<file path="config.mk">
export PLATFORM = sky130hd
export DESIGN_NAME = kernel_weight_buffer
export DESIGN_NICKNAME = d
export VERILOG_FILES = /design/src/conv_pkg.sv /design/src/kernel_fifo.sv /design/src/kernel_weight_buffer.sv
export SDC_FILE = /design/constraint.sdc
export NUM_CORES = 1
export LEC_CHECK = 0
export BUFFER_PORTS_ARGS = -buffer_cell sky130_fd_sc_hd__buf_2
export CORE_UTILIZATION = 60
export CTS_CLUSTER_SIZE = 8
export DETAILED_ROUTE_END_ITERATION = 6
export PLACE_DENSITY = 0.78
export SLEW_MARGIN = 20
export SYNTH_ARGS = -nofsm -noshare
export SYNTH_HDL_FRONTEND = slang
export SYNTH_SLANG_ARGS = --single-unit
</file>
<file path="constraint.sdc">
create_clock -name clk -period 6.55 [get_ports clk]
set_clock_uncertainty 0.15 [all_clocks]
set_input_delay 0.3275 -clock clk [delete_from_list [all_inputs] [get_ports clk]]
set_output_delay 0.3275 -clock clk [all_outputs]
set_load 0.02 [all_outputs]
</file>
<file path="src/conv_pkg.sv">
package conv_pkg;

	localparam int DATA_WIDTH = 16;
	// Room for nine full-width products
	localparam int ACC_WIDTH  = 36;
	localparam int TAPS       = 9;

	typedef logic signed [DATA_WIDTH-1:0] pixel_t;
	typedef logic signed [DATA_WIDTH-1:0] weight_t;
	typedef logic signed [ACC_WIDTH-1:0]  acc_t;

	// Row-major taps with tap 0 at the top left
	typedef struct packed {
		weight_t [0:TAPS-1] tap;
	} kernel_t;

	// Same tap order as the kernel
	typedef struct packed {
		pixel_t [0:TAPS-1] tap;
	} window_t;

endpackage

</file>
<file path="src/kernel_fifo.sv">
module kernel_fifo #(
	parameter int KERNEL_DEPTH = 4
) (
	input  logic              clk,
	input  logic              reset,
	input  logic              wr_en,
	input  logic              rd_en,
	input  conv_pkg::kernel_t din,
	output conv_pkg::kernel_t dout,
	output logic              full,
	output logic              empty
);
	import conv_pkg::*;

	localparam int PTR_W = $clog2(KERNEL_DEPTH);
	localparam int CNT_W = $clog2(KERNEL_DEPTH + 1);

	kernel_t          mem [KERNEL_DEPTH];
	logic [PTR_W-1:0] wr_ptr;
	logic [PTR_W-1:0] rd_ptr;
	logic [CNT_W-1:0] count;
	logic [CNT_W-1:0] count_next;
	logic             wr_ok;
	logic             rd_ok;

	// Overflow and underflow are dropped here
	assign wr_ok = wr_en && !full;
	assign rd_ok = rd_en && !empty;

	always_comb begin
		count_next = count;
		if (wr_ok && !rd_ok) begin
			count_next = count + 1'b1;
		end else if (rd_ok && !wr_ok) begin
			count_next = count - 1'b1;
		end
	end

	// Pointers wrap on their own for a power-of-two depth
	always_ff @(posedge clk) begin
		if (reset) begin
			wr_ptr <= '0;
			rd_ptr <= '0;
			count  <= '0;
			full   <= 1'b0;
			empty  <= 1'b1;
		end else begin
			if (wr_ok) begin
				wr_ptr <= wr_ptr + 1'b1;
			end
			if (rd_ok) begin
				rd_ptr <= rd_ptr + 1'b1;
			end
			count <= count_next;
			full  <= (count_next == CNT_W'(KERNEL_DEPTH));
			empty <= (count_next == '0);
		end
	end

	always_ff @(posedge clk) begin
		if (wr_ok) begin
			mem[wr_ptr] <= din;
		end
		if (rd_ok) begin
			dout <= mem[rd_ptr];
		end
	end

endmodule

</file>
<file path="src/kernel_weight_buffer.sv">
module kernel_weight_buffer #(
	parameter int KERNEL_DEPTH = 4
) (
	input  logic              clk,
	input  logic              reset,
	input  logic              weight_valid,
	input  conv_pkg::weight_t weight,
	input  logic              load_weights,
	output conv_pkg::kernel_t active_kernel,
	output logic              kernel_valid,
	output logic              kernel_full
);
	import conv_pkg::*;

	localparam int GRP_W = $clog2(TAPS);

	kernel_t          shift_k;
	kernel_t          fifo_dout;
	logic [GRP_W-1:0] grp_cnt;
	logic             wr_pulse;
	logic             fifo_empty;
	logic             load_done;

	////////////////////////////////////////
	// Weight shift chain
	// New weights enter at tap 8 and move toward tap 0
	always_ff @(posedge clk) begin
		if (weight_valid) begin
			for (int i = 0; i < TAPS - 1; i++) begin
				shift_k.tap[i] <= shift_k.tap[i+1];
			end
			shift_k.tap[TAPS-1] <= weight;
		end
	end

	// Modulo-9 group count
	always_ff @(posedge clk) begin
		if (reset) begin
			grp_cnt  <= '0;
			wr_pulse <= 1'b0;
		end else begin
			wr_pulse <= 1'b0;
			if (weight_valid) begin
				if (grp_cnt == GRP_W'(TAPS - 1)) begin
					grp_cnt  <= '0;
					wr_pulse <= 1'b1;
				end else begin
					grp_cnt <= grp_cnt + 1'b1;
				end
			end
		end
	end

	////////////////////////////////////////
	// Kernel queue
	kernel_fifo #(
		.KERNEL_DEPTH(KERNEL_DEPTH)
	) u_kernel_fifo (
		.clk  (clk),
		.reset(reset),
		.wr_en(wr_pulse),
		.rd_en(load_weights),
		.din  (shift_k),
		.dout (fifo_dout),
		.full (kernel_full),
		.empty(fifo_empty)
	);

	// FIFO output is valid one cycle after an accepted pop
	always_ff @(posedge clk) begin
		if (reset) begin
			load_done    <= 1'b0;
			kernel_valid <= 1'b0;
		end else begin
			load_done <= load_weights && !fifo_empty;
			if (load_done) begin
				kernel_valid <= 1'b1;
			end
		end
	end

	always_ff @(posedge clk) begin
		if (load_done) begin
			active_kernel <= fifo_dout;
		end
	end

endmodule

</file>
==> summary.txt, run 1 <==
Outcome
  – Status: complete, no violations

STA
  – Worst-margin pin slew: between 1000 and 1500 ps
  – RSZ-0062 raised after global routing: false
  – F_max: roughly 350 MHz
  – Post-Route Setup TNS: 0 ps
  – Post-layout min period: approximately 2900 ps
  – Relative slew margins: 0.245
  – Final period util: 0.438
  – Count of endpoints failing setup in the final report: 0
  – Final Hold Violating Endpoints: 0
  – Hold_ws: just under 200 ps
  – Pins over their slew limit: 0
  – Fin worst setup slack: 3680 ps

Job
  – Max-cap check violation count: 0

Drt
  – Via density: 6.02
  – Drt drc: 0
  – Initial DRT Pass Iterations: 7
  – Final wirelength: roughly 68000 um
  – Total number of vias: about 14000
  – Iteration-0 DRC Markers: roughly 1400
  – Average wire per standard cell: roughly 29 um
  – Post-route ant nets: 0

Synthesis
  – YS warnings: 0
  – Async S/R FF share, synth: 0
  – Mean Syn Cell Area: approximately 27 um2
  – Top post-synthesis cells by area: edfxtp_1 87%, mux4_2 9.4%, dfxtp_1 0.92%
  – Most common cell in the netlist: edfxtp_1
  – Most used DFF post-synth: edfxtp_1
  – Register area share after synthesis: 0.883
  – Area share of the largest cell type after synthesis: 0.874
  – Synthesized area: between 30000 and 40000 um2
  – Syn_nets: between 1000 and 1500
  – Seq cells post-synth: ~1000
  – Cell accounting for the most synthesized area: edfxtp_1
  – Yosys cell types: 36
  – Commonest cells in the synthesized netlist: 1008 x edfxtp_1, 144 x mux4_2, 18 x buf_6
  – Post-synth EDFFs: roughly 1000
  – Mapped Cells: around 1300

GRT
  – Gr usage total: 0.239
  – Met2 usage in global routing: 0.392
  – Global-route wire length before repair: ~100000 um
  – Largest net degree at the start of global routing: roughly 150
  – Number of global-route vias before repair: 15300
  – Met1 usage: 0.321
  – M3 GR Usage: 0.0532
  – Initial antenna violation count: 2
  – Total grt overflow: 0
  – GRT Max-Usage Layer: met2

CTS
  – Root buf cell: clkbuf_16
  – CTS tree: built
  – Post-CTS Resized: 0
  – Clock-pin slew on the worst setup and hold paths: 50 ps
  – Clock Tree Buf Depth: 3
  – CTS Sinks: 1024
  – Clock latency on the worst-skew pair: about 700 ps
  – H-tree depth: 4
  – Cts bufs inserted: approximately 150

Place
  – Place WS: 3560 ps
  – PortBufs: between 150 and 200
  – Dpl hpwl: 28800 um
  – Routability Congestion: about 0.7

Worst setup path
  – Data arrival, critical path: approximately 3200 ps
  – Setup crit end kind: flop
  – Crit path launch type: flop
  – Worst-path fanout max: between 60 and 70
  – Critical Path RT: around 6800 ps
  – Setup CP Type: flop to flop

Layout
  – Net count, final: between 1500 and 2000
  – Layout cell share with drive strength beyond 1: 0.309
  – N_diodes: 0
  – Area growth syn-to-layout: 16.8%
  – Util after Layout: 0.714

Floorplanning
  – Die Wd: 242 um
  – Die Area: between 50000 and 60000 um2
  – Initial core utilization: 0.611
  – Core area: 56700 um2
  – Cell row count: 87
  – Die height: between 200 and 250 um
  – I/O pin count: approximately 170

Pwr
  – VDD IR max: about 0.29 mV
  – Total power: 15300 uW
  – PwrDens: about 380 nW/um2
  – P_leak: between 0.01 and 0.015 uW

Min path
  – Worst hold path type: input pin to flop
[critical path, stage by stage (launching register included)]
cell	delay, ps
dfxtp_4	1010
buf_4	850
mux4_2	450
[stage by stage]
stage / cell area, um2 / std cells
2_1_floorplan: 34600 / 1283
3_3_place_gp: 36300 / 2182
3_5_place_dp: 36300 / 2182
4_1_cts: 40500 / 2378
5_1_grt: 40500 / 2379
6_report: 40500 / 2379
[cell usage in the layout, fill, tap and decap left out, types with 2 or more instances in the layout]
cell type	n
o21ai_0	2
inv_6	3
nand2b_1	2
dfxtp_1	13
clkbuf_1	16
and2_4	4
buf_2	164
clkinv_8	5
mux4_2	144
buf_12	2
nor2_1	10
nor3_1	3
edfxtp_1	1008
xnor2_1	4
nand2_1	7
clkbuf_16	150
ha_1	8
nand3_1	3
dfxtp_4	3
nor4_1	2
inv_1	8
nor3b_1	2
buf_4	12
dlygate4sd3_1	19
a21oi_1	8
[layout make-up]
class	count	area [um2]
inverters	9	41.3
flip-flops and latches	1024	30600
repair buffers	199	1180
multi-input cells	214	3750
clock buffers	166	3810
fillers	3068	16200
well taps	756	946
clock inverters	11	150
[sequential cells by signal, summed over array words and instances (netlist names)]
name / cells
u_kernel_fifo.mem: 576
active_kernel: 144
shift_k: 144
u_kernel_fifo.dout: 144
grp_cnt: 4
u_kernel_fifo.count: 3
u_kernel_fifo.rd_ptr: 2
u_kernel_fifo.wr_ptr: 2
kernel_valid: 1
load_done: 1
u_kernel_fifo.empty: 1
u_kernel_fifo.full: 1
wr_pulse: 1
[timing repair]
action,in CTS,in global routing
setup endpoints to repair,0,0
endpoints found under the hold margin,32,0
buffers inserted,0,0
hold buffers,19,0
[report_power, final]
part | leakage, uW | switching, uW | internal (uW)
Sequential | 0.00934 | 206 | 7620
Combinational | 0.00177 | 497 | 363
Clock | 0.00193 | 2600 | 4050
[per-layer routing]
metal	wire length (um)	share of wire
met5	13	0.00019
met3	4130	0.060
met2	35400	0.52
met4	1590	0.023
met1	27200	0.40
[kinds of logic after synthesis]
| kind of cell | Yosys count | share of synthesized area |
|---|---|---|
| multiplexers | 145 | 0.0939 |
| XOR/XNOR | 5 | 0.00126 |
| AND/OR/NAND/NOR | 39 | 0.00632 |
| buffers and inverters | 45 | 0.00924 |
| adder cells (fa/ha/maj) | 9 | 0.00321 |
| flip-flops | 1024 | 0.883 |
| AO/OA/AOI/OAI | 16 | 0.00325 |
[path summary, 6_finish.rpt]
| kind | from | to | slack (ps) | cells past startpoint |
|---|---|---|---|---|
| worst min-delay path | weight[4] | shift_k[4] | 190 | 2 |
| worst max-delay path | u_kernel_fifo.rd_ptr[1] | u_kernel_fifo.dout[44] | 3680 | 2 |
| worst min register to register | u_kernel_fifo.dout[16] | active_kernel[16] | 260 | 0 |
| worst max register to register | u_kernel_fifo.rd_ptr[1] | u_kernel_fifo.dout[44] | 3680 | 2 |
No activity file was read; power rests on OpenSTA's default activity.
==> run 2: changes to the inputs <==
- CORE_UTILIZATION: 60 -> 54
- PLACE_DENSITY: 0.78 -> 0.74
- clock period: 6.55 -> 2.5 ns (I/O delays scaled with it)
==> run 2 against run 1 <==
  * Sequential cell count stayed put
  * Critical path type unchanged
  * Largest cell class unchanged
  * Global-route usage decreased by 2.9 points
  * Wire length fell by 2.0%
  * Maximum frequency grew 43%
  * Critical path depth is 1 higher
  * First-iteration DRC count down 14%
  * Highest routed layer unchanged
  * Setup slack got worse by 3200 ps
  * Register-to-register slack worse by 3200 ps
==> summary.txt, run 2 (synthesis results as in run 1) <==
Layout
  – Largest register FFs: 576 (unchanged)
  – # fillers: 3828 (+25%)
  – Most frequent cells in the layout: 1008 x edfxtp_1, 164 x buf_2, 146 x clkbuf_16, 144 x mux4_2, 36 x dlygate4sd3_1
  – Area of the multi-input gates: 3750 um2 (unchanged)
  – Sequential cell area: 30600 um2 (unchanged)
  – N_diodes: 0 (unchanged)
  – Cell Count, Final, Fillers Out: 2513 (+5.6%)
  – Net count, final: 1664 (+2.6%)
  – Layout cell share with drive strength beyond 1: 0.316 (+0.00685)
  – Largest reg by FF count: u_kernel_fifo.mem
  – Most common cell after layout, fill and taps aside: edfxtp_1
  – Area growth syn-to-layout: 19.0%

STA
  – Worst-margin pin slew: 531 ps (-601 ps)
  – Count of endpoints failing setup in the final report: 0 (unchanged)
  – Post-layout min period: 2000 ps (-866 ps)
  – Relative slew margins: 0.646 (+0.401)
  – RSZ-0062 raised after global routing: false
  – Final Hold Violating Endpoints: 0 (unchanged)
  – Final period util: 0.802 (+0.364)
  – F_max: 499 MHz (+43%)
  – Pins over their slew limit: 0 (unchanged)
  – Post-Route Setup TNS: 0 ps (unchanged)

Floorplanning
  – Die Wd: 255 um (+5.4%)
  – Core area: 63200 um2 (+11%)
  – I/O pin count: 166 (unchanged)
  – Die Area: 65200 um2 (+11%)
  – Initial core utilization: 0.548 (-0.0627)
  – Die height: 255 um (+5.4%)
  – Cell row count: 92 (+5.7%)

Worst setup path
  – Setup crit end kind: flop
  – Crit path launch type: flop
  – Critical Path RT: 2700 ps (-4130 ps)
  – Crit path buffers/inverters: 1 (unchanged)
  – Data arrival, critical path: 2210 ps (-940 ps)
  – Critical-path cell list: and2b_4, and2_4, buf_12
  – Setup CP Type: flop to flop
  – Crit path max-delay family: simple AND/OR/NAND/NOR gates
  – CP peak stage delay: 420 ps (-590 ps)
  – CP max-delay cell: and2_4
  – Worst-path fanout max: 54 (-17%)

CTS
  – H-tree depth: 4 (unchanged)
  – Hold-fix buffers, CTS: 36 (+17)
  – Clock-pin slew on the worst setup and hold paths: 50 ps (about the same)
  – CTS tree: built
  – Cts bufs inserted: 145 (-0.68%)
  – Post-CTS Resized: 0 (unchanged)
  – Post-CTS Setup Bufs: 0 (unchanged)
  – Root buf cell: clkbuf_16
  – Clock Tree Buf Depth: 3 (unchanged)
  – CTS Sinks: 1024 (unchanged)
  – Clock latency on the worst-skew pair: 710 ps (about the same)

GRT
  – Gr usage total: 0.210 (-0.0290)
  – Number of global-route vias before repair: 15600 (+1.6%)
  – Global-route wire length before repair: 99100 um (-1.3%)
  – Initial antenna violation count: 1 (-1)
  – Total grt overflow: 0 (unchanged)
  – Largest net degree at the start of global routing: 61 (-58%)

Drt
  – Post-route ant nets: 0 (unchanged)
  – Final wirelength: 66900 um (-2.0%)
  – Average wire per standard cell: 26.6 um (-7.2%)
  – Initial DRT Pass Iterations: 5 (-2)
  – Drt drc: 0 (unchanged)
  – Total number of vias: 14400 (+0.31%)
  – Via density: 5.72 (-5.0%)
  – Iteration-0 DRC Markers: 1220 (-14%)

Pwr
  – VDD IR max: 0.675 mV (+130%)
  – P_leak: 0.0133 uW (+2.1%)
  – PwrDens: 975 nW/um2 (+160%)
  – Total power: 40200 uW (+160%)

Place
  – Routability Congestion: 0.736 (+7.1%)
  – Dpl hpwl: 33400 um (+16%)
  – PortBufs: 165 (unchanged)
  – Placed cell count: 2299 (+5.4%)

Min path
  – Worst hold path type: input pin to flop

Job
  – Max-cap check violation count: 0 (unchanged)

Outcome
  – Status: complete, no violations
run 2: changes by cell type in the layout (fill, tap and decap cells not counted), sizes merged:
cell / change
buf: +26
dlygate4sd3: +17
inv: +3
clkbuf: -2
clkinv: +1
clkinvlp: -1
run 2: worst paths after layout:
check,startpoint,endpoint,slack (ps),cells after the start
worst max-delay path,u_kernel_fifo.full,u_kernel_fifo.mem[1][57],500,3
worst min-delay path,reset,kernel_valid,220,3
worst max register to register,u_kernel_fifo.full,u_kernel_fifo.mem[1][57],500,3
worst min register to register,u_kernel_fifo.dout[140],active_kernel[140],260,0
run 2: per-layer routing:
layer / part of all wire / global-route usage
met3: 0.062 / 0.0533
met5: 0.00012 / 0
met4: 0.028 / 0.0827
met2: 0.52 / 0.347
met1: 0.39 / 0.270
run 2: worst reg2reg max path, delay by kind of cell (launching register included):
family,cells,cell delay (ps)
simple gates,2,780
flops,1,310
buf+inv,1,380
run 2: cell type report:
type | instances | area share
Tap cell | 846 | 0.0257
Clock buffer | 164 | 0.0902
Multi-Input combinational cell | 214 | 0.0909
Inverter | 9 | 0.00100
Sequential cell | 1024 | 0.742
Clock inverter | 14 | 0.00598
Timing Repair Buffer | 242 | 0.0443
run 2: report_power, final:
part	switching, uW	internal (uW)
clock network	6890	10400
logic	1370	1050
registers	514	20000
total	8770	31500
run 2: per-stage QoR:
stage                     setup slack, ps  hold slack (ps)  instance area, um2  utilization
final                                 495              224               41200        0.653
after global routing                  437              232               41200        0.653
after CTS                             496              196               41200        0.653
after detailed placement              524              153               36900        0.584
after global placement                552              153               36900        0.584
after floorplan                      -636             73.9               34700            -
==> run 3: changes to the inputs <==
- CORE_UTILIZATION: 54 -> 60
- PLACE_DENSITY: 0.74 -> 0.78
- clock period: 2.5 -> 1.9 ns (I/O delays scaled with it)
==> run 3 against run 2 <==
  * Sequential share of layout area decreased by 0.21 points
  * Sequential power increased by 31%
  * Via count increased by 2.8%
  * Sequential cell count unchanged
  * Core utilization increased by 7.7 points
  * Setup slack got worse by 420 ps
  * Die area decreased by 9.9%
  * Highest routed layer is now met4
==> summary.txt, run 3 (synthesis results as in run 1) <==
Min path
  – Worst hold path type: input pin to flop
  – Min-delay src: reset
  – Worst Hold Path EP: kernel_valid
  – Worst hold path stage count: 3 (unchanged)

GRT
  – Total grt overflow: 0 (unchanged)
  – Global-route wire length before repair: 104000 um (+4.8%)
  – Number of global-route vias before repair: 15800 (+1.8%)
  – Gr usage total: 0.248 (+0.0377)
  – Initial antenna violation count: 0 (-1)
  – Largest net degree at the start of global routing: 56 (-8.2%)

Pwr
  – P_leak: 0.0134 uW (+0.71%)
  – VDD IR max: 1.07 mV (+58%)
  – Logic gate share of total power: 0.066 (+0.006)
  – Clk network pwr share: 0.431 (about the same)
  – Net Sw Power: 11600 uW (+32%)
  – Internal: 41900 uW (+33%)
  – PwrDens: 1290 nW/um2 (+33%)
  – Total power: 53500 uW (+33%)
  – Sw Ratio: 0.216 (-0.00192)
  – Seq pwr share: 0.503 (-0.006)

Place
  – PortBufs: 165 (unchanged)
  – Routability Congestion: 0.720 (-2.1%)
  – Dpl hpwl: 32700 um (-2.1%)

Drt
  – Total number of vias: 14800 (+2.8%)
  – Via density: 6.07 (+6.2%)
  – Iteration-0 DRC Markers: 1324 (+8.5%)
  – Final wirelength: 70100 um (+4.7%)
  – Post-route ant nets: 0 (unchanged)
  – Drt drc: 0 (unchanged)
  – Initial DRT Pass Iterations: 5 (unchanged)
  – Average wire per standard cell: 28.8 um (+8.2%)

Floorplanning
  – I/O pin count: 166 (unchanged)
  – Initial core utilization: 0.611 (+0.0627)
  – Cell row count: 87 (-5.4%)
  – Die Wd: 242 um (-5.1%)
  – Die Area: 58700 um2 (-9.9%)
  – Core area: 56700 um2 (-10%)
  – Die height: 242 um (-5.1%)

CTS
  – Root buf cell: clkbuf_16
  – Cts bufs inserted: 146 (+0.69%)
  – Clock Tree Buf Depth: 3 (unchanged)
  – Clock latency on the worst-skew pair: 710 ps (about the same)
  – CTS Sinks: 1024 (unchanged)
  – CTS tree: built
  – Clock-pin slew on the worst setup and hold paths: 50 ps (about the same)
  – H-tree depth: 4 (unchanged)

Worst setup path
  – Worst reg2reg path endpoint: u_kernel_fifo.dout[75]
  – Reg2reg setup slack: 80 ps (-420 ps)
  – Critical Path RT: 2170 ps (-530 ps)
  – Setup crit end kind: flop
  – Setup CP Type: flop to flop
  – Worst-path fanout max: 17 (-69%)
  – Crit path launch type: flop
  – Worst R2R Start: u_kernel_fifo.rd_ptr[0]
  – R2R depth: 3 (unchanged)
  – Data arrival, critical path: 2090 ps (-120 ps)

Layout
  – Net count, final: 1672 (+0.48%)
  – Most frequent cells in the layout: 1008 x edfxtp_1, 164 x buf_2, 151 x clkbuf_16, 144 x mux4_2, 37 x buf_12
  – Largest reg by FF count: u_kernel_fifo.mem
  – Area growth syn-to-layout: 19.4%
  – Most common cell after layout, fill and taps aside: edfxtp_1
  – Layout cell share with drive strength beyond 1: 0.321 (+0.00587)
  – # fillers: 2936 (-23%)
  – Util after Layout: 0.729 (+0.0767)
  – Largest register FFs: 576 (unchanged)
  – N_diodes: 0 (unchanged)

STA
  – Hold_ws: 214 ps (-9.28 ps)
  – Final period util: 0.959 (+0.157)
  – Count of endpoints failing setup in the final report: 0 (unchanged)
  – Pins over their slew limit: 0 (unchanged)
  – Post-layout min period: 1820 ps (-182 ps)
  – Final Hold Violating Endpoints: 0 (unchanged)
  – RSZ-0062 raised after global routing: false
  – Worst-margin pin slew: 484 ps (-46.0 ps)
  – F_max: 549 MHz (+10%)
  – Relative slew margins: 0.672 (+0.0261)
  – Post-Route Setup TNS: 0 ps (unchanged)

Outcome
  – Status: complete, no violations

Job
  – Max-cap check violation count: 0 (unchanged)
run 3: cell count changes in the layout (fill, tap and decap cells not counted), moves of 2 or more:
cell,previous run,this run
clkbuf_16,146,151
inv_6,4,6
buf_4,15,11
clkinv_16,3,0
clkinv_8,5,2
buf_12,26,37
run 3: metal layers:
metal	up-vias	share of wire	track usage
met3	128	0.060	0.0520
met2	714	0.53	0.417
li1	6110	-	-
met4	0	0.028	0.0942
met1	7814	0.38	0.322
met5	-	0	0
run 3: through the flow:
stage	setup slack, ps	cells	area [um2]
after detailed placement	130	2216	37000
after floorplan	-451	1283	34700
after global placement	173	2216	37000
after global routing	7.72	2433	41400
final	77.6	2433	41400
after CTS	16.9	2433	41400
run 3: cell type report:
type | count | area [um2] | area share
well taps | 756 | 946 | 0.0229
flip-flops and latches | 1024 | 30600 | 0.740
inverters | 9 | 46.3 | 0.00112
multi-input cells | 214 | 3760 | 0.0909
repair buffers | 249 | 2020 | 0.0488
clock inverters | 11 | 134 | 0.00324
clock buffers | 170 | 3860 | 0.0933
run 3: power groups by stage:
stage	registers [uW]	clock network (uW)	logic, uW
floorplan	27300	0	1950
global placement	27200	0	3310
detailed placement	27200	0	3400
CTS	26900	23400	3580
global route	26900	24300	3750
finish	26900	23100	3530
run 3: what timing repair did:
| action | in CTS | in global routing |
|---|---|---|
| resized for setup | 0 | 2 |
| setup endpoints to repair | 0 | 2 |
| buffers inserted | 0 | 0 |
| endpoints found under the hold margin | 187 | 0 |
| hold buffers | 36 | 0 |
run 3: worst max-delay path: stages (launching register included):
cell	delay, ps
dfxtp_4	390
buf_12	220
buf_12	190
mux4_2	570
run 3: worst max-delay path by stage:
stage	end	start	depth (start not counted)
finish	u_kernel_fifo.dout[75]	u_kernel_fifo.rd_ptr[0]	3
floorplan	u_kernel_fifo.mem[0][0]	u_kernel_fifo.full	3
detailed placement	u_kernel_fifo.dout[75]	u_kernel_fifo.rd_ptr[0]	3
global route	u_kernel_fifo.full	u_kernel_fifo.count[0]	5
global placement	u_kernel_fifo.dout[3]	u_kernel_fifo.rd_ptr[0]	2
CTS	u_kernel_fifo.full	u_kernel_fifo.count[1]	5
