$ cat src/conv_pkg.sv
package conv_pkg;

	localparam int DATA_WIDTH = 16;
	// Room for nine full-width products
	localparam int ACC_WIDTH  = 36;
	localparam int TAPS       = 9;

	typedef logic signed [DATA_WIDTH-1:0] pixel_t;
	typedef logic signed [DATA_WIDTH-1:0] weight_t;
	typedef logic signed [ACC_WIDTH-1:0]  acc_t;

	// Row-major taps with tap 0 at the top left
	typedef struct packed {
		weight_t [0:TAPS-1] tap;
	} kernel_t;

	// Same tap order as the kernel
	typedef struct packed {
		pixel_t [0:TAPS-1] tap;
	} window_t;

endpackage

$ cat src/window_builder.sv
module window_builder #(
	parameter int IMG_WIDTH = 8
) (
	input  logic              clk,
	input  logic              reset,
	input  logic              pixel_valid,
	input  logic              sof,
	input  conv_pkg::pixel_t  pixel,
	output conv_pkg::window_t window,
	output logic              window_valid
);
	import conv_pkg::*;

	localparam int COL_W = $clog2(IMG_WIDTH);

	// Previous row and the row before it
	pixel_t           line_mid [IMG_WIDTH];
	pixel_t           line_top [IMG_WIDTH];
	pixel_t           mid_px;
	pixel_t           top_px;
	logic [COL_W-1:0] col;
	logic [COL_W-1:0] cur_col;
	logic [1:0]       row;
	logic [1:0]       cur_row;

	// Start of frame puts this pixel at column 0 of row 0
	assign cur_col = sof ? '0 : col;
	assign cur_row = sof ? 2'd0 : row;

	assign top_px = line_top[cur_col];
	assign mid_px = line_mid[cur_col];

	////////////////////////////////////////
	// Line memories
	always_ff @(posedge clk) begin
		if (pixel_valid) begin
			line_top[cur_col] <= mid_px;
			line_mid[cur_col] <= pixel;
		end
	end

	// Shift the window left, newest column enters on the right
	always_ff @(posedge clk) begin
		if (pixel_valid) begin
			for (int r = 0; r < 3; r++) begin
				window.tap[3*r]   <= window.tap[3*r+1];
				window.tap[3*r+1] <= window.tap[3*r+2];
			end
			window.tap[2] <= top_px;
			window.tap[5] <= mid_px;
			window.tap[8] <= pixel;
		end
	end

	////////////////////////////////////////
	// Position counters
	always_ff @(posedge clk) begin
		if (reset) begin
			col          <= '0;
			row          <= 2'd0;
			window_valid <= 1'b0;
		end else begin
			window_valid <= pixel_valid && (cur_col >= 2) && (cur_row == 2'd2);
			if (pixel_valid) begin
				if (cur_col == COL_W'(IMG_WIDTH - 1)) begin
					col <= '0;
					// Row saturates at 2
					row <= (cur_row == 2'd2) ? cur_row : cur_row + 1'b1;
				end else begin
					col <= cur_col + 1'b1;
					row <= cur_row;
				end
			end else if (sof) begin
				col <= '0;
				row <= 2'd0;
			end
		end
	end

endmodule

$ cat config.mk
export PLATFORM = sky130hd
export DESIGN_NAME = window_builder
export DESIGN_NICKNAME = d
export VERILOG_FILES = /design/src/conv_pkg.sv /design/src/window_builder.sv
export SDC_FILE = /design/constraint.sdc
export NUM_CORES = 1
export LEC_CHECK = 0
export BUFFER_PORTS_ARGS = -buffer_cell sky130_fd_sc_hd__buf_2
export CELL_PAD_IN_SITES_DETAIL_PLACEMENT = 1
export CELL_PAD_IN_SITES_GLOBAL_PLACEMENT = 2
export CORE_ASPECT_RATIO = 0.9
export CORE_MARGIN = 10
export CORE_UTILIZATION = 47
export DETAILED_ROUTE_END_ITERATION = 8
export PLACE_DENSITY = 0.94
export SLEW_MARGIN = 20
export SYNTH_ARGS = -nofsm -noshare
export SYNTH_HDL_FRONTEND = slang
export SYNTH_SLANG_ARGS = --single-unit
$ cat constraint.sdc
create_clock -name clk -period 6.7 [get_ports clk]
set_input_delay 1.005 -clock clk [delete_from_list [all_inputs] [get_ports clk]]
set_output_delay 1.005 -clock clk [all_outputs]
set_load 0.02 [all_outputs]
==> results.rst, run 1 <==
.. list-table::
   :header-rows: 1

   * - Metric
     - Value
   * - Multi-input logic area
     - 2514 µm²
   * - Status
     - completed
   * - Arrival time of data at the critical path endpoint
     - between 3 and 4 ns
   * - Yosys reg bits
     - between 400 and 500
   * - Startpoint type of the worst setup path
     - register
   * - Post-CTS Hold Buffers
     - 0
   * - TritonCTS clock tree
     - yes
   * - Peak fanout along the critical path
     - 60
   * - Max VDD drop
     - slightly above 0.2 mV
   * - Effective utilization at floorplan
     - 0.4794
   * - CTS clk-pin slew, worst paths
     - ~0.06 ns
   * - Net count after synthesis
     - just over 800
   * - Sequential cell area
     - roughly 12000 µm²
   * - Prevailing post-synth register cell
     - sky130_fd_sc_hd__edfxtp_1
   * - Total wirelength of the detailed-routed design
     - 35.97 mm
   * - Origin of the worst setup path
     - col[0]
   * - Die Ht
     - 188.9 µm
   * - Simple-gate share of the synthesized area
     - 0.06200
   * - Final Max Slew Viols
     - 0
   * - EDFF count, synth
     - 400
   * - Distinct cell type count after synthesis
     - 28
   * - Highest cell delay on the worst timing path
     - about 0.86 ns
   * - Top post-synthesis cells by area
     - sky130_fd_sc_hd__edfxtp_1 81%, sky130_fd_sc_hd__mux2i_1 6.5%, sky130_fd_sc_hd__nand3b_1 1.6%
   * - Dominant combinational cell family by area after synthesis
     - multiplexers
   * - Number of global-route vias before repair
     - ~8600
   * - Starting DRC count in detailed routing
     - a little over 700
   * - Cell taking the most area after synthesis
     - sky130_fd_sc_hd__edfxtp_1
   * - Remaining antenna violation count
     - 0
   * - Data required, critical path
     - 6.92 ns
   * - Multiplexer share of the synthesized area
     - 0.06519
   * - Area share of the leading cell type in the synthesized netlist
     - 0.8065
   * - Clock Latency Late Sink
     - about 0.54 ns
   * - Global route total overflow
     - 0
   * - Crit. End Element
     - register
   * - CTS HTree Levels
     - 2
   * - Xor and xnor fraction of the mapped netlist area
     - 0.001176
   * - Mean cell area of the mapped netlist
     - 18.45 µm²
   * - Transition time at the pin with the least slew margin
     - 1.035 ns
   * - Adder-cell share of the synthesized area
     - 0.002520
   * - # resized after CTS
     - 0
   * - F_max
     - 309.1 MHz
   * - Inserted Clock Buffers
     - slightly above 40
   * - Hold wc startpoint
     - window[13]
   * - Cell with the most instances after synthesis
     - sky130_fd_sc_hd__edfxtp_1
   * - Power density cells
     - around 320 nW/µm²
   * - Most frequent cells after synthesis
     - 400 x sky130_fd_sc_hd__edfxtp_1, 97 x sky130_fd_sc_hd__mux2i_1, 36 x sky130_fd_sc_hd__nand2b_1
   * - Post-route minimum period
     - ~3.2 ns
   * - Vias per Instance
     - between 5 and 6
   * - Hold crit path type
     - reg -> reg
   * - Start of the worst register-to-register path
     - col[0]
   * - Number of max-cap violations
     - 0
   * - Crit share post-route
     - 0.4829
   * - Detailed placement HPWL
     - ~22 mm
   * - Pin count of the biggest net entering global routing
     - 75
   * - First-pass DRT Iterations
     - 8
   * - Worst rel slew slack
     - 0.3075
   * - Remaining design rule violation count
     - 0
   * - Compound-cell area share of the yosys netlist
     - 0.03613
   * - LEAKAGE
     - roughly 6.1 nW
   * - Antenna violations before repair
     - 0
   * - Share of cells above drive strength 1
     - 0.2438
   * - Unrepaired setup endpoints after global routing
     - false
   * - Total number of yosys warnings
     - 0
   * - CP delay by family, top
     - flip-flops
   * - CP Cell Sequence
     - buf_4 -> mux2i_1 -> o22ai_1 -> or3_1
   * - Clock root cell
     - sky130_fd_sc_hd__clkbuf_16
   * - Synthesis-to-finish area growth
     - 16.72%
   * - Clock net sink count
     - 406
   * - Critical-path cell with the highest stage delay
     - sky130_fd_sc_hd__dfxtp_4
   * - Final Util
     - 0.5596
   * - Maximum root-to-sink buffer count
     - 3
   * - Chip Width
     - ~210 µm
   * - Average wire per cell in the routed design
     - between 20 and 30 µm
   * - # port buffers
     - 164
   * - Count of endpoints failing hold in the final timing report
     - 0
   * - Total track usage
     - 0.1803
   * - Total setup buffers inserted after CTS
     - 0
   * - Std-Cell Rows
     - roughly 60
   * - Synthesized instance count
     - between 800 and 900
   * - Classification of the worst setup path
     - reg -> reg
   * - Final Wtd Congestion
     - ~0.8
   * - Cell Area, Synth
     - ~15000 µm²
   * - Total vias in the final route
     - ~7800
   * - Accumulated negative setup slack
     - 0 ns
   * - Die Area
     - 39220 µm²
   * - Antenna cell count
     - 0
   * - Filler Cells Inserted
     - between 2000 and 3000
   * - Number of failing setup endpoints in the final timing report
     - 0
   * - Core footprint
     - 31060 µm²
   * - Post-route clock skew
     - 0.01914 ns
   * - Count of buffering cells on the critical path with inverters included
     - 1
   * - Global-route wire length before repair
     - about 54 mm
   * - Sequential element share of the synthesized area
     - 0.8146
   * - Number of nets at the end of the flow
     - approximately 1000
   * - Top-level I/O count
     - between 150 and 200
   * - Async SR Flop Fraction
     - 0
[stage by stage]
step                total power, W  hold WS, ns  area, µm²  std cells  setup WS [ns]
floorplan                 0.003220       0.5476      14890        807          2.556
global placement          0.003363       0.4225      16100       1352          3.061
detailed placement        0.003389       0.4297      16100       1352          2.988
CTS                       0.005604       0.4424      17380       1422          3.482
global route              0.005749       0.4474      17380       1422          3.304
finish                    0.005549       0.4369      17380       1422          3.464
[layout by cell type, fill, tap and decap left out, types with 7 or more instances in the layout]
cell type / Yosys / routed
sky130_fd_sc_hd__clkinv_2: 0 / 7
sky130_fd_sc_hd__o21ai_0: 26 / 26
sky130_fd_sc_hd__edfxtp_1: 400 / 400
sky130_fd_sc_hd__buf_4: 8 / 14
sky130_fd_sc_hd__a21oi_1: 34 / 34
sky130_fd_sc_hd__nand2_1: 35 / 35
sky130_fd_sc_hd__nand3b_1: 32 / 32
sky130_fd_sc_hd__mux2i_1: 97 / 97
sky130_fd_sc_hd__buf_2: 12 / 163
sky130_fd_sc_hd__clkbuf_16: 0 / 41
sky130_fd_sc_hd__o22ai_1: 32 / 32
sky130_fd_sc_hd__or3_1: 32 / 32
sky130_fd_sc_hd__nand2b_1: 36 / 36
[path summary, 6_finish.rpt]
kind,end,slack [ns],cells past startpoint
max reg2reg,line_top[2][12],3.46,4
min,window[29],0.44,0
max,line_top[2][12],3.46,4
min reg2reg,window[29],0.44,0
[power by group]
group / switching (W) / leakage, nW / internal (W)
sequential: 0.0000532 / 3.77 / 0.00292
clock: 0.000920 / 0.629 / 0.00130
combinational: 0.000254 / 1.66 / 0.000111
total: 0.00123 / 6.06 / 0.00432
[final cells by class]
type / instances / share of cell area
flip-flops and latches: 406 / 0.6981
inverters: 1 / 0.0002159
clock buffers: 49 / 0.06190
multi-input cells: 358 / 0.1446
well taps: 409 / 0.02944
clock inverters: 21 / 0.01209
repair buffers: 178 / 0.05362
[sequential cells by signal, indices dropped and copies added, names as in the netlist]
register / flops
row: 2
window: 144
line_top: 128
window_valid: 1
col: 3
line_mid: 128
[routing by layer]
metal,vias to the layer above,global-route usage,routed length [µm]
li1,3484,-,-
met1,3988,0.2317,14500
met2,317,0.3002,17570
met3,56,0.04492,3219
met4,0,0.04901,681
met5,-,0,0
[kinds of logic after synthesis]
kind of cell | Yosys count
flops | 406
buf+inv | 43
simple gates | 157
fa+ha+maj | 3
mux | 97
compound gates | 99
xor+xnor | 2
Note: power is estimated with default switching activity, not from simulation.
==> run 2: changes to the inputs <==
--- a/config.mk
+++ b/config.mk
@@ -10,9 +10,9 @@
 export CELL_PAD_IN_SITES_GLOBAL_PLACEMENT = 2
 export CORE_ASPECT_RATIO = 0.9
 export CORE_MARGIN = 10
-export CORE_UTILIZATION = 47
+export CORE_UTILIZATION = 39
 export DETAILED_ROUTE_END_ITERATION = 8
-export PLACE_DENSITY = 0.94
+export PLACE_DENSITY = 0.85
 export SLEW_MARGIN = 20
 export SYNTH_ARGS = -nofsm -noshare
 export SYNTH_HDL_FRONTEND = slang
==> constraint.sdc (replaced) <==
create_clock -name clk -period 2.8 [get_ports clk]
set_input_delay 0.42 -clock clk [delete_from_list [all_inputs] [get_ports clk]]
set_output_delay 0.42 -clock clk [all_outputs]
set_load 0.02 [all_outputs]
==> results.rst, run 2 (synthesis results as in run 1) <==
.. list-table::
   :header-rows: 1

   * - Metric
     - Value
   * - Area after detailed placement
     - 16470 µm² (was 16100 µm²)
   * - First-pass DRT Iterations
     - 5 (was 8)
   * - Global route total overflow
     - 0 (unchanged)
   * - Top-level I/O count
     - 165 (unchanged)
   * - Multi-input logic area
     - 2514 µm² (unchanged)
   * - Die Area
     - 46410 µm² (was 39220 µm²)
   * - F_max
     - 447.4 MHz (was 309.1 MHz)
   * - Crit. End Element
     - register (unchanged)
   * - CP delay by family, top
     - flip-flops (unchanged)
   * - CTS HTree Levels
     - 2 (unchanged)
   * - Number of global-route vias before repair
     - 8547 (was 8575)
   * - Inserted Clock Buffers
     - 43 (was 41)
   * - Number of max-cap violations
     - 0 (unchanged)
   * - Global-route wire length before repair
     - 51.96 mm (was 54.35 mm)
   * - Highest cell delay on the worst timing path
     - 0.68 ns (was 0.86 ns)
   * - Hold crit path type
     - in -> reg (was reg -> reg)
   * - Remaining antenna violation count
     - 0 (unchanged)
   * - Vias per Instance
     - 5.202 (was 5.517)
   * - Crit share post-route
     - 0.7982 (was 0.4829)
   * - Chip Width
     - 226.0 µm (was 207.6 µm)
   * - Hold wc startpoint
     - reset (was window[13])
   * - Maximum root-to-sink buffer count
     - 3 (unchanged)
   * - Status
     - completed (unchanged)
   * - Setup slack of the critical path after layout
     - 0.5651 ns (was 3.464 ns)
   * - Die Ht
     - 205.4 µm (was 188.9 µm)
   * - Remaining design rule violation count
     - 0 (unchanged)
   * - Antenna violations before repair
     - 1 (was 0)
   * - Arrival time of data at the critical path endpoint
     - 2.46 ns (was 3.46 ns)
   * - Number of nets at the end of the flow
     - 1032 (was 1009)
   * - Clock Latency Late Sink
     - 0.57 ns (was 0.54 ns)
   * - Max VDD drop
     - 0.4984 mV (was 0.2056 mV)
   * - Data required, critical path
     - 3.03 ns (was 6.92 ns)
   * - LEAKAGE
     - 6.224 nW (was 6.057 nW)
   * - Pin count of the biggest net entering global routing
     - 84 (was 75)
   * - Total vias in the final route
     - 7944 (was 7845)
   * - CTS clk-pin slew, worst paths
     - 0.06 ns (about the same)
   * - Synthesis-to-finish area growth
     - 19.51% (was 16.72%)
   * - Post-CTS Hold Buffers
     - 0 (unchanged)
   * - Total track usage
     - 0.1478 (was 0.1803)
   * - Final Max Slew Viols
     - 0 (unchanged)
   * - Clock net sink count
     - 406 (unchanged)
   * - Std-Cell Rows
     - 67 (was 61)
   * - Accumulated negative setup slack
     - 0 ns (unchanged)
   * - Post-route minimum period
     - 2.235 ns (was 3.236 ns)
   * - Total chip power
     - 0.01330 W (was 0.005549 W)
   * - Start of the worst register-to-register path
     - col[0] (unchanged)
   * - TritonCTS clock tree
     - yes (unchanged)
   * - Detailed placement HPWL
     - 21.37 mm (was 22.00 mm)
   * - Max FFs per register
     - 144 (unchanged)
   * - Power density cells
     - 747.0 nW/µm² (was 319.2 nW/µm²)
   * - Count of endpoints failing hold in the final timing report
     - 0 (unchanged)
   * - Total setup buffers inserted after CTS
     - 0 (unchanged)
   * - Count of buffering cells on the critical path with inverters included
     - 1 (unchanged)
   * - Leading cell type in the layout, fill and taps excluded
     - sky130_fd_sc_hd__edfxtp_1 (unchanged)
   * - Classification of the worst setup path
     - reg -> reg (unchanged)
   * - Design area
     - 17800 µm² (was 17380 µm²)
   * - Critical-path cell with the highest stage delay
     - sky130_fd_sc_hd__dfxtp_4 (unchanged)
   * - # port buffers
     - 164 (unchanged)
   * - Origin of the worst setup path
     - col[0] (unchanged)
   * - Top library cells by usage in the layout, fill and taps aside
     - 400 x sky130_fd_sc_hd__edfxtp_1, 163 x sky130_fd_sc_hd__buf_2, 97 x sky130_fd_sc_hd__mux2i_1 (unchanged)
   * - Core footprint
     - 37470 µm² (was 31060 µm²)
   * - Post-route clock skew
     - 0.03371 ns (was 0.01914 ns)
   * - Filler Cells Inserted
     - 3545 (was 2820)
   * - Startpoint type of the worst setup path
     - register (unchanged)
   * - Unrepaired setup endpoints after global routing
     - false (unchanged)
   * - Starting DRC count in detailed routing
     - 468 (was 723)
   * - Total wirelength of the detailed-routed design
     - 34.73 mm (was 35.97 mm)
   * - Final Wtd Congestion
     - 0.7390 (was 0.7965)
   * - Worst rel slew slack
     - 0.5313 (was 0.3075)
   * - Sequential cell area
     - 12140 µm² (unchanged)
   * - Clock root cell
     - sky130_fd_sc_hd__clkbuf_16 (unchanged)
   * - Number of failing setup endpoints in the final timing report
     - 0 (unchanged)
   * - Share of cells above drive strength 1
     - 0.2579 (was 0.2438)
   * - Peak fanout along the critical path
     - 34 (was 60)
   * - Average wire per cell in the routed design
     - 22.74 µm (was 25.30 µm)
   * - # resized after CTS
     - 0 (unchanged)
   * - Effective utilization at floorplan
     - 0.3974 (was 0.4794)
   * - Pre-CTS WS
     - 0.5339 ns (was 2.988 ns)
   * - CP Cell Sequence
     - buf_4 -> mux2i_1 -> o21ai_0 -> or3_1 (was buf_4 -> mux2i_1 -> o22ai_1 -> or3_1)
   * - Transition time at the pin with the least slew margin
     - 0.7031 ns (was 1.035 ns)
[run 2: where the power goes]
group          internal [W]  switching [W]
sequential          0.00697       0.000105
combinational      0.000288       0.000614
clock               0.00303        0.00228
[run 2: worst paths after layout]
check | to | slack (ns) | depth (start not counted)
setup / recovery | line_top[1][9] | 0.57 | 4
hold reg to reg | window[87] | 0.44 | 0
setup reg to reg | line_top[1][9] | 0.57 | 4
hold / removal | window_valid | 0.14 | 2
[run 2: per-layer routing]
metal / vias to the layer above / track usage / share of wire
met1: 4103 / 0.1868 / 0.42
met3: 56 / 0.03544 / 0.066
met5: - / 0 / 0
li1: 3548 / - / -
met2: 237 / 0.2468 / 0.49
met4: 0 / 0.04700 / 0.021
[run 2: cell type report]
cell class / instances / share of cell area
Sequential cell: 406 / 0.6818
Multi-Input combinational cell: 358 / 0.1412
Timing Repair Buffer: 199 / 0.06826
Clock buffer: 54 / 0.06278
Tap cell: 483 / 0.03395
Clock inverter: 25 / 0.01160
Inverter: 1 / 0.0002109
Antenna cell: 1 / 0.0001406
[run 2: stage by stage]
| stage | hold slack (ns) | util | instances |
|---|---|---|---|
| 2_1_floorplan | 0.4891 | - | 807 |
| 3_3_place_gp | 0.4218 | 0.4396 | 1447 |
| 3_5_place_dp | 0.4306 | 0.4396 | 1447 |
| 4_1_cts | 0.1179 | 0.4749 | 1526 |
| 5_1_grt | 0.1310 | 0.4749 | 1526 |
| 6_report | 0.1423 | 0.4750 | 1527 |
[run 2: worst reg2reg max path: stages, from the launching register on]
cell                      delay [ns]
sky130_fd_sc_hd__dfxtp_4        0.68
sky130_fd_sc_hd__buf_4          0.35
sky130_fd_sc_hd__mux2i_1        0.22
sky130_fd_sc_hd__o21ai_0        0.09
sky130_fd_sc_hd__or3_1          0.58
==> run 3: changes to the inputs <==
==> constraint.sdc (replaced) <==
create_clock -name clk -period 1.8 [get_ports clk]
set_input_delay 0.27 -clock clk [delete_from_list [all_inputs] [get_ports clk]]
set_output_delay 0.27 -clock clk [all_outputs]
set_load 0.02 [all_outputs]
==> results.rst, run 3 (synthesis results as in run 1) <==
.. list-table::
   :header-rows: 1

   * - Metric
     - Value
   * - LEAKAGE
     - 6.852 nW (was 6.224 nW)
   * - Total track usage
     - 0.1553 (was 0.1478)
   * - Post-route minimum period
     - 1.948 ns (was 2.235 ns)
   * - # port buffers
     - 164 (unchanged)
   * - Remaining design rule violation count
     - 0 (unchanged)
   * - Final Max Slew Viols
     - 0 (unchanged)
   * - Chip Width
     - 226.0 µm (unchanged)
   * - Classification of the worst setup path
     - reg -> reg (unchanged)
   * - CTS HTree Levels
     - 2 (unchanged)
   * - Worst reg2reg path depth
     - 7 (was 4)
   * - Remaining antenna violation count
     - 0 (unchanged)
   * - First-pass DRT Iterations
     - 5 (unchanged)
   * - CP Cell Sequence
     - buf_12 -> buf_12 -> buf_6 -> mux2i_1 -> o21ai_1 -> or3_4 -> buf_8 (was buf_4 -> mux2i_1 -> o21ai_0 -> or3_1)
   * - Std-Cell Rows
     - 67 (unchanged)
   * - Effective utilization at floorplan
     - 0.3974 (unchanged)
   * - Die Area
     - 46410 µm² (unchanged)
   * - Crit. End Element
     - register (unchanged)
   * - Final Wtd Congestion
     - 0.7562 (was 0.7390)
   * - Antenna cell count
     - 0 (was 1)
   * - Capture point of the worst reg-to-reg path
     - window[60] (was line_top[1][9])
   * - TritonCTS clock tree
     - yes (unchanged)
   * - Global route total overflow
     - 0 (unchanged)
   * - Critical Path Stages
     - 7 (was 4)
   * - Peak fanout along the critical path
     - 8 (was 34)
   * - Max VDD drop
     - 0.6767 mV (was 0.4984 mV)
   * - Start of the worst register-to-register path
     - col[0] (unchanged)
   * - Origin of the worst setup path
     - col[0] (unchanged)
   * - Clock root cell
     - sky130_fd_sc_hd__clkbuf_16 (unchanged)
   * - Pin count of the biggest net entering global routing
     - 109 (was 84)
   * - Worst Hold Margin
     - 0.01502 ns (was 0.1423 ns)
   * - Clock Latency Late Sink
     - 0.55 ns (was 0.57 ns)
   * - Arrival time of data at the critical path endpoint
     - 2.24 ns (was 2.46 ns)
   * - Inserted Clock Buffers
     - 43 (unchanged)
   * - Global-route wire length before repair
     - 55.06 mm (was 51.96 mm)
   * - Power density cells
     - 1114 nW/µm² (was 747.0 nW/µm²)
   * - Count of endpoints failing hold in the final timing report
     - 0 (unchanged)
   * - Number of max-cap violations
     - 0 (unchanged)
   * - Leading cell type in the layout, fill and taps excluded
     - sky130_fd_sc_hd__edfxtp_1 (unchanged)
   * - Top-level I/O count
     - 165 (unchanged)
   * - Starting DRC count in detailed routing
     - 631 (was 468)
   * - Crit share post-route
     - 1.082 (was 0.7982)
   * - Most Frequent Cell on Critical Path
     - sky130_fd_sc_hd__buf_12
   * - Critical-path cell with the highest stage delay
     - sky130_fd_sc_hd__or3_4 (was sky130_fd_sc_hd__dfxtp_4)
   * - Setup slack of the critical path after layout
     - -0.1483 ns (was 0.5651 ns)
   * - Share of cells above drive strength 1
     - 0.3639 (was 0.2579)
   * - Max FFs per register
     - 144 (unchanged)
   * - Endpoint of the most critical setup path
     - window[60] (was line_top[1][9])
   * - CTS clk-pin slew, worst paths
     - 0.06 ns (about the same)
   * - Antenna violations before repair
     - 1 (unchanged)
   * - F_max
     - 513.3 MHz (was 447.4 MHz)
   * - Violations in the final reports
     - negative setup slack
   * - Data required, critical path
     - 2.09 ns (was 3.03 ns)
   * - Synthesis-to-finish area growth
     - 30.88% (was 19.51%)
   * - Hold crit path type
     - in -> reg (unchanged)
   * - Count of buffering cells on the critical path with inverters included
     - 4 (was 1)
   * - Maximum root-to-sink buffer count
     - 3 (unchanged)
   * - Vias per Instance
     - 5.352 (was 5.202)
   * - Number of failing setup endpoints in the final timing report
     - 139 (was 0)
   * - Number of nets at the end of the flow
     - 1104 (was 1032)
   * - Unrepaired setup endpoints after global routing
     - true (was false)
   * - Core footprint
     - 37470 µm² (unchanged)
   * - Total wirelength of the detailed-routed design
     - 41.66 mm (was 34.73 mm)
   * - Pre-CTS WS
     - -0.1130 ns (was 0.5339 ns)
   * - Top library cells by usage in the layout, fill and taps aside
     - 400 x sky130_fd_sc_hd__edfxtp_1, 163 x sky130_fd_sc_hd__buf_2, 67 x sky130_fd_sc_hd__mux2i_1 (was 400 x sky130_fd_sc_hd__edfxtp_1, 163 x sky130_fd_sc_hd__buf_2, 97 x sky130_fd_sc_hd__mux2i_1)
   * - Die Ht
     - 205.4 µm (unchanged)
   * - Total vias in the final route
     - 8541 (was 7944)
   * - Average wire per cell in the routed design
     - 26.10 µm (was 22.74 µm)
   * - Clock net sink count
     - 406 (unchanged)
   * - Worst reg-to-reg setup slack
     - -0.15 ns (was 0.57 ns)
   * - Detailed placement HPWL
     - 22.30 mm (was 21.37 mm)
   * - Status
     - complete, but fails checks (was completed)
   * - Startpoint type of the worst setup path
     - register (unchanged)
   * - Highest cell delay on the worst timing path
     - 0.44 ns (was 0.68 ns)
   * - Accumulated negative setup slack
     - -7.209 ns (was 0 ns)
   * - Post-route clock skew
     - 0.01843 ns (was 0.03371 ns)
   * - Worst rel slew slack
     - 0.5807 (was 0.5313)
   * - Number of global-route vias before repair
     - 8988 (was 8547)
   * - CP delay by family, top
     - buffers and inverters (was flip-flops)
   * - Transition time at the pin with the least slew margin
     - 0.6290 ns (was 0.7031 ns)
## run 3: power breakdown
| part | internal [W] | switching [W] | leakage [nW] |
|---|---|---|---|
| clock | 0.00511 | 0.00360 | 0.650 |
| sequential | 0.0108 | 0.000151 | 3.77 |
| combinational | 0.000816 | 0.00118 | 2.43 |
| total | 0.0168 | 0.00494 | 6.85 |
## run 3: area by class of cell
type,instances,area [µm²]
clock buffers,54,1117
clock inverters,23,239.0
fillers,3431,17980
inverters,1,3.754
multi-input cells,362,2955
flip-flops and latches,406,12140
well taps,483,604.3
repair buffers,267,2435
## run 3: stage by stage
step	util	power [W]	area, µm²	std cells
2_1_floorplan	-	0.01200	14980	807
3_3_place_gp	0.4516	0.01267	16920	1471
3_5_place_dp	0.4516	0.01274	16920	1471
4_1_cts	0.4961	0.02151	18590	1562
5_1_grt	0.5202	0.02241	19490	1596
6_report	0.5202	0.02171	19490	1596
## run 3: what timing repair did
action                     in CTS  in global routing
hold endpoints to repair        6                  0
setup endpoints to repair     170                235
resized for setup              24                101
hold buffers                    1                  0
gates cloned                    3                 20
buffers inserted               10                 15
pin swaps                      10                 29
## run 3: worst min path at each step
stage | from | to | depth (start not counted)
after floorplan | reset | col[2] | 1
after CTS | pixel[8] | window[8] | 1
after detailed placement | window[71] | window[87] | 0
after global placement | window[31] | window[47] | 0
after global routing | pixel[8] | line_mid[6][8] | 1
final | pixel[13] | window[13] | 1
## run 3: per-layer routing
metal / global-route usage / share of wire
met1: 0.1932 / 0.40
met2: 0.2687 / 0.49
met3: 0.03402 / 0.076
met4: 0.04242 / 0.035
met5: 0 / 0.00031
